$ cat src/logic/lsq_pkg.sv
package lsq_pkg;

  // store address and data
  localparam int addr_w = 32;
  localparam int data_w = 64;

  // rotated data spans three 4-byte banks
  localparam int line_data_w = 96;

  // data cache banks, bank index is addr[6:2]
  localparam int bank_cnt = 32;
  localparam int bank_w = 5;

  // store queue geometry
  localparam int sq_depth = 16;
  localparam int sq_ptr_w = 4;
  localparam int sq_cnt_w = sq_ptr_w + 1;

  typedef enum logic [1:0] {
    sz_byte  = 2'd0,
    sz_half  = 2'd1,
    sz_word  = 2'd2,
    sz_dword = 2'd3
  } size_e;

  typedef struct packed {
    logic [addr_w-1:0] addr;
    size_e             size;
    logic [data_w-1:0] data;
  } store_entry_t;

endpackage

$ cat src/logic/sq_head_if.sv
`timescale 1ns/1ns

interface sq_head_if;

  // two oldest entries of the store queue
  lsq_pkg::store_entry_t head0;
  logic                  head0_ok;
  lsq_pkg::store_entry_t head1;
  logic                  head1_ok;

  // entries removed at this edge, 0 to 2
  logic [1:0] pop;

  modport queue (
    output head0, head0_ok, head1, head1_ok,
    input  pop
  );

  modport issue (
    input  head0, head0_ok, head1, head1_ok,
    output pop
  );

endinterface

$ cat src/logic/lsq_store_top.sv
`timescale 1ns/1ns

module lsq_store_top (
  input  logic                              clk,
  input  logic                              reset,
  input  logic                              flush,
  input  logic                              enq_en,
  input  logic [lsq_pkg::addr_w-1:0]        enq_addr,
  input  lsq_pkg::size_e                    enq_size,
  input  logic [lsq_pkg::data_w-1:0]        enq_data,
  input  logic                              commit_en,
  input  logic                              st_stall,
  input  logic                              agu_hold,
  output logic                              sq_full,
  output logic                              st0_en,
  output logic [lsq_pkg::addr_w-1:0]        st0_addr,
  output logic [lsq_pkg::bank_w-1:0]        st0_bgn_bank,
  output logic [lsq_pkg::bank_w-1:0]        st0_end_bank,
  output logic [3:0]                        st0_bgn_ben,
  output logic [3:0]                        st0_end_ben,
  output logic [lsq_pkg::line_data_w-1:0]   st0_data,
  output logic                              st1_en,
  output logic [lsq_pkg::addr_w-1:0]        st1_addr,
  output logic [lsq_pkg::bank_w-1:0]        st1_bgn_bank,
  output logic [lsq_pkg::bank_w-1:0]        st1_end_bank,
  output logic [3:0]                        st1_bgn_ben,
  output logic [3:0]                        st1_end_ben,
  output logic [lsq_pkg::line_data_w-1:0]   st1_data
);

  import lsq_pkg::*;

  store_entry_t        enq_entry;
  logic                issue0;
  logic                issue1;
  logic [bank_cnt-1:0] mask0;
  logic [bank_cnt-1:0] mask1;

  sq_head_if u_sq_head_if ();

  assign enq_entry = '{addr: enq_addr, size: enq_size, data: enq_data};

  store_queue u_store_queue (
    .clk       (clk),
    .reset     (reset),
    .flush     (flush),
    .enq_en    (enq_en),
    .enq_entry (enq_entry),
    .commit_en (commit_en),
    .sq_full   (sq_full),
    .head      (u_sq_head_if.queue)
  );

  store_issue u_store_issue (
    .clk      (clk),
    .reset    (reset),
    .st_stall (st_stall),
    .agu_hold (agu_hold),
    .head     (u_sq_head_if.issue),
    .issue0   (issue0),
    .issue1   (issue1),
    .mask0    (mask0),
    .mask1    (mask1)
  );

  // port 0 always takes the older store
  store_lane u_lane0 (
    .clk         (clk),
    .reset       (reset),
    .entry       (u_sq_head_if.head0),
    .issue       (issue0),
    .bank_mask   (mask0),
    .st_en       (st0_en),
    .st_addr     (st0_addr),
    .st_bgn_bank (st0_bgn_bank),
    .st_end_bank (st0_end_bank),
    .st_bgn_ben  (st0_bgn_ben),
    .st_end_ben  (st0_end_ben),
    .st_data     (st0_data)
  );

  store_lane u_lane1 (
    .clk         (clk),
    .reset       (reset),
    .entry       (u_sq_head_if.head1),
    .issue       (issue1),
    .bank_mask   (mask1),
    .st_en       (st1_en),
    .st_addr     (st1_addr),
    .st_bgn_bank (st1_bgn_bank),
    .st_end_bank (st1_end_bank),
    .st_bgn_ben  (st1_bgn_ben),
    .st_end_ben  (st1_end_ben),
    .st_data     (st1_data)
  );

endmodule

$ cat src/logic/store_issue.sv
`timescale 1ns/1ns

module store_issue (
  input  logic                         clk,
  input  logic                         reset,
  input  logic                         st_stall,
  input  logic                         agu_hold,
  sq_head_if.issue                     head,
  output logic                         issue0,
  output logic                         issue1,
  input  logic [lsq_pkg::bank_cnt-1:0] mask0,
  input  logic [lsq_pkg::bank_cnt-1:0] mask1
);

  import lsq_pkg::*;

  logic                st_stall_q;
  logic [bank_cnt-1:0] overlap;

  // cache stall acts one cycle late
  always_ff @(posedge clk) begin
    if (reset) begin
      st_stall_q <= 1'b0;
    end else begin
      st_stall_q <= st_stall;
    end
  end

  assign overlap = mask0 & mask1;

  assign issue0 = head.head0_ok && !agu_hold && !st_stall_q;

  // second port needs disjoint banks
  assign issue1 = issue0 && head.head1_ok && (overlap == '0);

  assign head.pop = 2'(issue0) + 2'(issue1);

  a_issue1_pair: assert property (
    @(posedge clk) disable iff (reset)
    issue1 |-> issue0
  );

endmodule

$ cat src/logic/store_lane.sv
`timescale 1ns/1ns

module store_lane (
  input  logic                              clk,
  input  logic                              reset,
  input  lsq_pkg::store_entry_t             entry,
  input  logic                              issue,
  output logic [lsq_pkg::bank_cnt-1:0]      bank_mask,
  output logic                              st_en,
  output logic [lsq_pkg::addr_w-1:0]        st_addr,
  output logic [lsq_pkg::bank_w-1:0]        st_bgn_bank,
  output logic [lsq_pkg::bank_w-1:0]        st_end_bank,
  output logic [3:0]                        st_bgn_ben,
  output logic [3:0]                        st_end_ben,
  output logic [lsq_pkg::line_data_w-1:0]   st_data
);

  import lsq_pkg::*;

  logic [6:0]             span_bytes;
  logic [7:0]             size_ones;
  logic [6:0]             last_byte;
  logic [bank_w-1:0]      bgn_bank;
  logic [bank_w-1:0]      end_bank;
  logic [bank_w-1:0]      bank_span;
  logic [2:0]             span_mask;
  logic [2*bank_cnt-1:0]  mask_wide;
  logic [11:0]            ben_line;
  logic [3:0]             end_ben;
  logic [line_data_w-1:0] data_rot;

  always_comb begin
    case (entry.size)
      sz_byte: begin
        span_bytes = 7'd0;
        size_ones  = 8'h01;
      end
      sz_half: begin
        span_bytes = 7'd1;
        size_ones  = 8'h03;
      end
      sz_word: begin
        span_bytes = 7'd3;
        size_ones  = 8'h0f;
      end
      default: begin
        span_bytes = 7'd7;
        size_ones  = 8'hff;
      end
    endcase
  end

  // last byte wraps inside the 128-byte bank row
  assign bgn_bank  = entry.addr[6:2];
  assign last_byte = entry.addr[6:0] + span_bytes;
  assign end_bank  = last_byte[6:2];
  assign bank_span = end_bank - bgn_bank;

  assign span_mask = (bank_span == 5'd0) ? 3'b001 :
                     (bank_span == 5'd1) ? 3'b011 : 3'b111;

  // rotate over 32 banks
  assign mask_wide = {{(2*bank_cnt-3){1'b0}}, span_mask} << bgn_bank;
  assign bank_mask = mask_wide[bank_cnt-1:0] | mask_wide[2*bank_cnt-1:bank_cnt];

  assign ben_line = {4'b0000, size_ones} << entry.addr[1:0];

  always_comb begin
    case (bank_span)
      5'd0:    end_ben = ben_line[3:0];
      5'd1:    end_ben = ben_line[7:4];
      default: end_ben = ben_line[11:8];
    endcase
  end

  // byte lane alignment
  assign data_rot = {{(line_data_w-data_w){1'b0}}, entry.data} << {entry.addr[1:0], 3'b000};

  always_ff @(posedge clk) begin
    if (reset) begin
      st_en <= 1'b0;
    end else begin
      st_en <= issue;
    end
  end

  always_ff @(posedge clk) begin
    if (issue) begin
      st_addr     <= entry.addr;
      st_bgn_bank <= bgn_bank;
      st_end_bank <= end_bank;
      st_bgn_ben  <= ben_line[3:0];
      st_end_ben  <= end_ben;
      st_data     <= data_rot;
    end
  end

  a_mask_span: assert property (
    @(posedge clk) disable iff (reset)
    issue |-> ($countones(bank_mask) >= 1 && $countones(bank_mask) <= 3)
  );

endmodule

$ cat src/logic/store_queue.sv
`timescale 1ns/1ns

module store_queue (
  input  logic                  clk,
  input  logic                  reset,
  input  logic                  flush,
  input  logic                  enq_en,
  input  lsq_pkg::store_entry_t enq_entry,
  input  logic                  commit_en,
  output logic                  sq_full,
  sq_head_if.queue              head
);

  import lsq_pkg::*;

  store_entry_t mem [sq_depth];

  logic [sq_ptr_w-1:0] head_ptr;
  logic [sq_ptr_w-1:0] head1_ptr;
  logic [sq_ptr_w-1:0] tail_ptr;
  logic [sq_ptr_w-1:0] cmt_ptr;
  logic [sq_ptr_w-1:0] cmt_ptr_nxt;
  logic [sq_cnt_w-1:0] count;
  logic [sq_cnt_w-1:0] cmt_cnt;
  logic [sq_cnt_w-1:0] cmt_cnt_nxt;
  logic [sq_cnt_w-1:0] pop_cnt;
  logic                do_enq;

  // enqueue is lost under flush
  assign do_enq = enq_en && !flush;
  assign pop_cnt = sq_cnt_w'(head.pop);

  // commit lands before the flush
  assign cmt_ptr_nxt = cmt_ptr + sq_ptr_w'(commit_en);
  assign cmt_cnt_nxt = cmt_cnt + sq_cnt_w'(commit_en) - pop_cnt;

  always_ff @(posedge clk) begin
    if (reset) begin
      head_ptr <= '0;
      tail_ptr <= '0;
      cmt_ptr  <= '0;
      count    <= '0;
      cmt_cnt  <= '0;
    end else begin
      head_ptr <= head_ptr + sq_ptr_w'(head.pop);
      cmt_ptr  <= cmt_ptr_nxt;
      cmt_cnt  <= cmt_cnt_nxt;
      if (flush) begin
        // uncommitted tail is discarded
        tail_ptr <= cmt_ptr_nxt;
        count    <= cmt_cnt_nxt;
      end else begin
        tail_ptr <= tail_ptr + sq_ptr_w'(do_enq);
        count    <= count + sq_cnt_w'(do_enq) - pop_cnt;
      end
    end
  end

  always_ff @(posedge clk) begin
    if (do_enq) begin
      mem[tail_ptr] <= enq_entry;
    end
  end

  assign head1_ptr = head_ptr + sq_ptr_w'(1);

  assign head.head0    = mem[head_ptr];
  assign head.head1    = mem[head1_ptr];
  assign head.head0_ok = cmt_cnt >= sq_cnt_w'(1);
  assign head.head1_ok = cmt_cnt >= sq_cnt_w'(2);

  assign sq_full = count == sq_cnt_w'(sq_depth);

  a_no_enq_full: assert property (
    @(posedge clk) disable iff (reset)
    enq_en |-> !sq_full
  );

  // only entries already in the queue can commit
  a_cmt_in_range: assert property (
    @(posedge clk) disable iff (reset)
    commit_en |-> cmt_cnt < count
  );

  a_pop_committed: assert property (
    @(posedge clk) disable iff (reset)
    pop_cnt <= cmt_cnt
  );

endmodule

$ cat config.mk
export PLATFORM = sky130hd
export DESIGN_NAME = lsq_store_top
export DESIGN_NICKNAME = d
export VERILOG_FILES = /design/src/logic/lsq_pkg.sv /design/src/logic/sq_head_if.sv /design/src/logic/lsq_store_top.sv /design/src/logic/store_issue.sv /design/src/logic/store_lane.sv /design/src/logic/store_queue.sv
export SDC_FILE = /design/constraint.sdc
export NUM_CORES = 2
export LEC_CHECK = 0
export BUFFER_PORTS_ARGS = -buffer_cell sky130_fd_sc_hd__buf_2
export CELL_PAD_IN_SITES_DETAIL_PLACEMENT = 2
export CELL_PAD_IN_SITES_GLOBAL_PLACEMENT = 2
export CORE_UTILIZATION = 44
export DETAILED_ROUTE_END_ITERATION = 8
export GPL_ROUTABILITY_DRIVEN = 0
export HOLD_SLACK_MARGIN = 0.1
export PLACE_DENSITY = 0.79
export SYNTH_ARGS = -nofsm -noshare
export SYNTH_HDL_FRONTEND = slang
export SYNTH_SLANG_ARGS = --single-unit
$ cat constraint.sdc
create_clock -name clk -period 14.4 [get_ports clk]
set_clock_uncertainty 0.15 [all_clocks]
set_input_delay 2.16 -clock clk [delete_from_list [all_inputs] [get_ports clk]]
set_output_delay 2.16 -clock clk [all_outputs]
set_load 0.05 [all_outputs]
=== Yosys cells after proc, flatten, opt, wreduce, memory -nomap -nowiden ===
Memories as Yosys holds them, arrays and structs flattened. A register that Yosys moved wholly into a read port is not among the register bits.
Cells that the tools add are included.
Widths: inputs -> output; s select.

* RAM bits: 1568
* Bits of input ports: 105
* Output and inout bits: 295
* Memories kept: 1
* Register bits: 317

{| class="wikitable"
|+ Memories
! name !! words !! bits a word !! rd ports !! clocked after memory_dff !! write ports !! RTL line !! text
|-
| u_store_queue.mem || 16 || 98 || 2 || 1 || 1 || store_queue.sv:16 || <nowiki>store_entry_t mem [sq_depth];</nowiki>
|}

* Mux-type cells: 15
* Bitwise gates (word level): 3
* $lt $le $gt $ge: 2
* Reductions and logical operators: 13
* Eq/ne operators: 7
* Add/sub/neg operators: 13
* Shifts and indexed selects: 6

{| class="wikitable"
|+ Operators with widths
! cell !! number
|-
| $shl 64x5->96 || 2
|-
| $shl 3x5->64 || 2
|-
| $or 32x32->32 || 2
|-
| $pmux 8 s3 || 2
|-
| $and 32x32->32 || 1
|-
| $logic_not 32->1 || 1
|-
| $shl 8x2->12 || 2
|-
| $pmux 3 s3 || 2
|-
| $pmux 4 s2 || 2
|-
| $add 7x3->7 || 2
|-
| $mux 3 || 4
|-
| $add 5x1->5 || 2
|-
| $eq 5x1->1 const B || 2
|-
| $logic_not 5->1 || 2
|-
| $sub 5x2->5 || 2
|-
| $sub 5x5->5 || 2
|-
| $add 4x1->4 || 2
|-
| $mux 4 || 2
|-
| $eq 5x5->1 const B || 1
|-
| $ge 5x1->1 const B || 1
|-
| $ge 5x2->1 const B || 1
|-
| $logic_and 1x1->1 || 5
|-
| $mux 5 || 1
|-
| $add 4x1->4 const B || 1
|-
| other kinds (7) || 13
|}

=== Depth between registers and ports, before layout ===
An unclocked memory read counts as a cell.

* Depth after elaboration: 17
* Gate-level depth with buffers: 45

=== Cells and area by module ===
From an unflattened synthesis, not the netlist that was laid out.

* Cell total of the unflattened synthesis: 4325
* Area, all modules: 85991.2 um2

{| class="wikitable"
|+ Modules (own cells, without submodules)
! module !! cells an instance !! times used !! area an instance (um2)
|-
| store_queue || 3286 || 1 || 72401.9
|-
| store_lane || 507 || 2 || 6675.2
|-
| store_issue || 25 || 1 || 239.0
|}

=== Worst setup path before layout ===
OpenSTA, ideal clock, no wires.

* Path kind: reg-to-reg
* Start: register u_store_queue.head_ptr[1]
* End: register u_store_queue.count[4]
* Period minus slack after synthesis: 14598 ps
* Path slack: -198 ps
* Stages on the path, launching flop included: 37
* Arrival: 14382 ps
* Setup time: 65 ps
* Buffers on the path: 5
* Cells stage by stage: dfxtp_1 ha_1 buf_2 buf_2 buf_1 clkbuf_1 mux4_2 nand2_1 nand3_1 o21ai_1 clkinv_1 clkbuf_1 ha_1 a21o_1 a21o_1 o211ai_1 inv_1 ha_1 inv_1 xnor2_1 mux2i_1 mux2i_1 o311ai_1 o32ai_1 a2111oi_1 nand4_1 nor2_1 ha_1 ha_1 inv_1 ha_1 fa_1 a21oi_1 o21bai_1 xor2_1 mux2_2 nor2_1

{| class="wikitable"
|+ RTL lines
! item !! RTL line !! text
|-
| from (decl) || store_queue.sv:18 || <nowiki>logic [sq_ptr_w-1:0] head_ptr;</nowiki>
|-
| from (signal assigned) || store_queue.sv:45 || <nowiki>head_ptr <= head_ptr + sq_ptr_w'(head.pop);</nowiki>
|-
| to (signal assigned) || store_queue.sv:51 || <nowiki>count <= cmt_cnt_nxt;</nowiki>
|-
| to (signal assigned) || store_queue.sv:54 || <nowiki>count <= count + sq_cnt_w'(do_enq) - pop_cnt;</nowiki>
|-
| to (decl) || store_queue.sv:23 || <nowiki>logic [sq_cnt_w-1:0] count;</nowiki>
|}

=== Worst setup path after layout ===
* Start: register u_store_queue.head_ptr[0]
* End: register u_store_queue.count[4]

* Longest elaborated chain between the ends: 17

{| class="wikitable"
|+ RTL lines
! item !! RTL line !! text
|-
| $add 4x1->4 * || store_queue.sv:65 || <nowiki>assign head1_ptr = head_ptr + sq_ptr_w'(1);</nowiki>
|-
| $mem_v2 16x98 * || n/a ||
|-
| $eq 2x2->1 (tied with other cells) || store_lane.sv:33 || <nowiki>case (entry.size)</nowiki>
|-
| $pmux 3 s3 || store_lane.sv:33 ||
|-
| $add 7x3->7 * || store_lane.sv:55 || <nowiki>assign last_byte = entry.addr[6:0] + span_bytes;</nowiki>
|-
| net u_lane1.last_byte[4] || store_lane.sv:22 || <nowiki>logic [6:0] last_byte;</nowiki>
|-
| $sub 5x5->5 * || store_lane.sv:57 || <nowiki>assign bank_span = end_bank - bgn_bank;</nowiki>
|-
| $eq 5x1->1 || store_lane.sv:60 || <nowiki>(bank_span == 5'd1) ? 3'b011 : 3'b111;</nowiki>
|-
| [3 not listed] || n/a ||
|-
| $or 32x32->32 * || store_lane.sv:64 || <nowiki>assign bank_mask = mask_wide[bank_cnt-1:0] | mask_wide[2*bank_cnt-1:bank_cnt];</nowiki>
|-
| $and 32x32->32 * || store_issue.sv:29 || <nowiki>assign overlap = mask0 & mask1;</nowiki>
|-
| $logic_not 32->1 * || store_issue.sv:34 || <nowiki>assign issue1 = issue0 && head.head1_ok && (overlap == '0);</nowiki>
|-
| $logic_and 1x1->1 * || store_issue.sv:34 ||
|-
| net issue1 || lsq_store_top.sv:35 || <nowiki>logic issue1;</nowiki>
|-
| $add 1x1->2 * || store_issue.sv:36 || <nowiki>assign head.pop = 2'(issue0) + 2'(issue1);</nowiki>
|-
| $sub 5x2->5, on equally long branches || store_queue.sv:54, store_queue.sv:35 ||
|-
| $mux 5 * || store_queue.sv:48 || <nowiki>if (flush) begin</nowiki>
|}

Mark *: on every way through the listed nets, which the timed path passes. The rest lies on a longest branch.
A chain may end at the register's enable or synchronous reset.

==> tab_implementation.tex <==
\begin{tabular}{lr}
\hline
Metric & Value \\
\hline
\multicolumn{2}{l}{\textbf{Drt}} \\
\quad Number of vias after detailed routing & 49.6k \\
\quad Routed via count divided by cell count & 6.96 \\
\quad Final routed DRC violation total & 0 \\
\quad Met3 routed wirelength & around 27 mm \\
\quad Highest metal layer with signal wires & met5 \\
\quad Initial drt markers & 6816 \\
\quad Count of nets left with antenna violations after detail routing & 0 \\
\quad Final wirelength & 302 mm \\
\quad First-pass iteration count of the detailed router & 5 \\
\quad Routed wirelength normalized by instance count & 42.4 µm \\
\quad Met1 Routed Length & roughly 110 mm \\
\quad Wire length on met2 & 151 mm \\
\multicolumn{2}{l}{\textbf{Logic synthesis}} \\
\quad Largest area contributor in the netlist & edfxtp\_1 \\
\quad Synthesized instance count & about 4.0k \\
\quad Synthesis-stage register bit count & between 1.5k and 2k \\
\quad Cells taking the most area after synthesis & edfxtp\_1, mux4\_2, mux2i\_1 \\
\quad Avg Inst Size Synth & between 20 and 25 µm² \\
\quad Share of flip-flops with an asynchronous set or reset & 0\% \\
\quad Post-Synthesis Cell Area & 84500 µm² \\
\quad Distinct cells, synth & 70 \\
\quad Most frequently used flop master after synthesis & edfxtp\_1 \\
\quad Total number of yosys warnings & 0 \\
\quad Count of flip-flops with a built-in enable after synthesis & 1834 \\
\quad Portion of synthesized cell area occupied by the leading cell type & 65.2\% \\
\quad Sequential-to-total area share from yosys stat & 65.8\% \\
\multicolumn{2}{l}{\textbf{Setup path}} \\
\quad Setup Crit Path Kind & flop to flop \\
\quad Critical R2R Capture & u\_store\_queue.count[4] \\
\quad Worst reg-to-reg path cell count & 33 \\
\quad CP startpoint & u\_store\_queue.head\_ptr[0] \\
\quad Arrival time reported for the critical path endpoint & 10420 ps \\
\quad Buffering stage count on the worst path with inverters included & 5 \\
\quad Most prevalent standard cell on the critical path & ha\_1 \\
\quad Cell family contributing the most delay on the critical path & adder cells \\
\quad Slack of the worst reg-to-reg path & 4600 ps \\
\quad Worst Path Required & 15030 ps \\
\quad Critical path endpoint category & flop \\
\quad Setup crit end & u\_store\_queue.count[4] \\
\quad Startpoint of the most critical register-to-register path & u\_store\_queue.head\_ptr[0] \\
\quad Depth of the critical timing path with buffers and inverters included & 33 \\
\quad Max Fanout on Critical Path & 59 \\
\quad Maximum single-stage delay on the critical path & 820 ps \\
\quad Startpoint Class & flop \\
\quad Crit-path slowest cell & buf\_4 \\
\multicolumn{2}{l}{\textbf{Timing}} \\
\quad Worst hold-check slack & 363 ps \\
\quad Final worst-path setup slack & 4600 ps \\
\quad Remaining max-slew budget at the tightest pin & -0.361\% \\
\quad Worst-Margin Slew & roughly 1500 ps \\
\quad FMAX & 102 MHz \\
\quad Final Critical Period & around 9800 ps \\
\quad Final worst path period share & 68.0\% \\
\quad Post-route setup TNS & 0 ps \\
\quad Number of hold violations in the final report & 0 \\
\quad Final Setup Violations & 0 \\
\quad Setup repair after global routing missed its margin & no \\
\quad Final Slew Violations & 1 \\
\multicolumn{2}{l}{\textbf{Clock tree}} \\
\quad Clock-pin slew on the worst setup and hold paths & 60 ps \\
\quad Clock tree from TritonCTS & yes \\
\quad Hold Buf Count CTS & 0 \\
\quad Root Driver & clkbuf\_16 \\
\quad Post CTS Setup Buffer Count & 0 \\
\quad Number of resized instances in the post-cts repair step & 0 \\
\quad Clock Path Buffers & 3 \\
\quad Cts bufs inserted & 197 \\
\quad Worst-skew pair later-pin latency & 870 ps \\
\quad Sinks on the clock net & roughly 1.9k \\
\quad Count of H-tree levels built during CTS & 4 \\
\multicolumn{2}{l}{\textbf{Global route}} \\
\quad Remaining global-route overflow & 0 \\
\quad Pin count of the biggest net entering global routing & 143 \\
\quad Overall routing resource usage & 31.2\% \\
\quad Number of global-route vias before repair & 51.6k \\
\quad First-pass GRT wire length & between 400 and 500 mm \\
\quad Initial antenna violation count & 53 \\
\multicolumn{2}{l}{\textbf{Power and ir drop}} \\
\quad Switching part of the total power & $\sim$40\% \\
\quad Internal power & between 10 and 15 mW \\
\quad Share of total power in combinational logic & between 40\% and 50\% \\
\quad Leakage power & approximately 30 nW \\
\quad Total power per unit cell area & 231 nW/µm² \\
\quad Reg power frac & 31.4\% \\
\quad Worst voltage drop across the vdd grid & 0.252 mV \\
\quad Switching power total & 9.05 mW \\
\quad Clk network pwr share & 23.1\% \\
\multicolumn{2}{l}{\textbf{Status}} \\
\quad Violated checks & max-capacitance violations, max-slew violations \\
\quad Run status & finished with violations \\
\multicolumn{2}{l}{\textbf{Min path}} \\
\quad Min-Delay Path Class & flop to flop \\
\quad Hold path startpoint & u\_store\_issue.st\_stall\_q \\
\multicolumn{2}{l}{\textbf{Finish}} \\
\quad Multi-input logic area & 27600 µm² \\
\quad Proportion of layout cells with a drive suffix above 1 & 39.0\% \\
\quad Commonest cells after routing, fill and taps aside & edfxtp\_1, mux4\_2, buf\_2 \\
\quad Number of nets at the end of the flow & 4557 \\
\quad Fillers & around 16k \\
\quad Most common cell after layout, fill and taps aside & edfxtp\_1 \\
\quad Sequential Area & between 50000 and 60000 µm² \\
\quad Layout Area Growth over Synthesis & 13.2\% \\
\quad Filler-free cell count of the finished design & around 7k \\
\multicolumn{2}{l}{\textbf{Run}} \\
\quad Max-capacitance violation count & 1 \\
\multicolumn{2}{l}{\textbf{Floorplanning}} \\
\quad Number of top-level pins & 400 \\
\quad Total die area & 194000 µm² \\
\quad Core Region & 190000 µm² \\
\quad Number of rows in the core area & 160 \\
\quad Starting density of the core & approximately 44\% \\
\quad Die outline width & 440 µm \\
\quad Die span in y & about 440 µm \\
\multicolumn{2}{l}{\textbf{Placement}} \\
\quad HPWL Detailed & around 180 mm \\
\quad Placed cells & 6727 \\
\quad Count of port buffers added during placement & 383 \\
\quad Worst Setup Slack post-DPL & roughly 4600 ps \\
\hline
\end{tabular}
-- state kept, by name, summed over array words and instances (netlist names), 5 cells and up --
| name | flops |
|---|---|
| u_lane0.st_addr | 28 |
| u_lane0.st_data | 88 |
| u_lane0.st_end_bank | 5 |
| u_lane1.st_addr | 32 |
| u_lane1.st_data | 88 |
| u_lane1.st_end_bank | 5 |
| u_store_queue.cmt_cnt | 5 |
| u_store_queue.count | 5 |
| u_store_queue.mem | 1568 |
-- metrics by stage --
step,utilization (%),power (mW),instance area [µm²]
finish,50.2,22.1,95600
detailed placement,46.9,16.9,89300
global route,50.2,22.7,95600
floorplan,-,13.7,84500
global placement,46.9,16.5,89300
CTS,50.2,22.1,95500
-- worst min-delay path by stage --
stage                     slack (ps)  depth (start not counted)                        to
after floorplan                  290                          1             u_lane0.st_en
after global placement           350                          2  u_store_queue.cmt_ptr[3]
after detailed placement         360                          1             u_lane0.st_en
after CTS                        370                          1             u_lane0.st_en
after global routing             410                          1             u_lane0.st_en
final                            360                          1             u_lane0.st_en
-- metal layers --
layer / global-route usage [%] / up-vias
li1: - / 18126
met1: 39.0 / 26990
met2: 51.2 / 3729
met3: 5.89 / 692
met4: 18.4 / 22
met5: 0 / -
-- layout make-up --
class | count | area share, %
diodes | 28 | 0.0733
clock buffers | 245 | 5.44
clock inverters | 116 | 1.05
inverters | 40 | 0.162
multi-input cells | 1833 | 28.9
flip-flops and latches | 1859 | 58.1
well taps | 2511 | 3.29
repair buffers | 484 | 2.94
-- power by group through the flow --
stage / registers (mW) / logic [mW] / clock network [mW]
after floorplan: 8.15 / 5.57 / 0
after global placement: 7.04 / 9.51 / 0
after detailed placement: 7.06 / 9.81 / 0
after CTS: 6.96 / 10.0 / 5.16
after global routing: 6.97 / 10.4 / 5.30
final: 6.95 / 10.1 / 5.11
-- cells in the mapped netlist, types with 21 or more instances --
cell,number
mux2_2,37
nand2_1,107
o22ai_1,21
buf_2,54
buf_1,49
mux2i_1,172
o21ai_0,40
nor2_1,164
clkbuf_1,167
a21oi_1,52
edfxtp_1,1834
nor3_1,23
inv_1,35
dfxtp_1,25
nand3_1,32
buf_4,33
ha_1,34
mux4_2,954
-- cell families (layout without fill, tap and decap cells) --
group | count (synthesis) | after routing | synth area share (%)
other | 1 | 44 | 0.00444
multiplexers | 1163 | 1163 | 28.0
flip-flops | 1859 | 1859 | 65.8
adder cells (fa/ha/maj) | 37 | 37 | 0.575
XOR/XNOR | 29 | 29 | 0.310
AND/OR/NAND/NOR | 403 | 403 | 2.13
buffers and inverters | 347 | 885 | 1.81
AO/OA/AOI/OAI | 185 | 185 | 1.40
(Power assumes the default switching activity.)
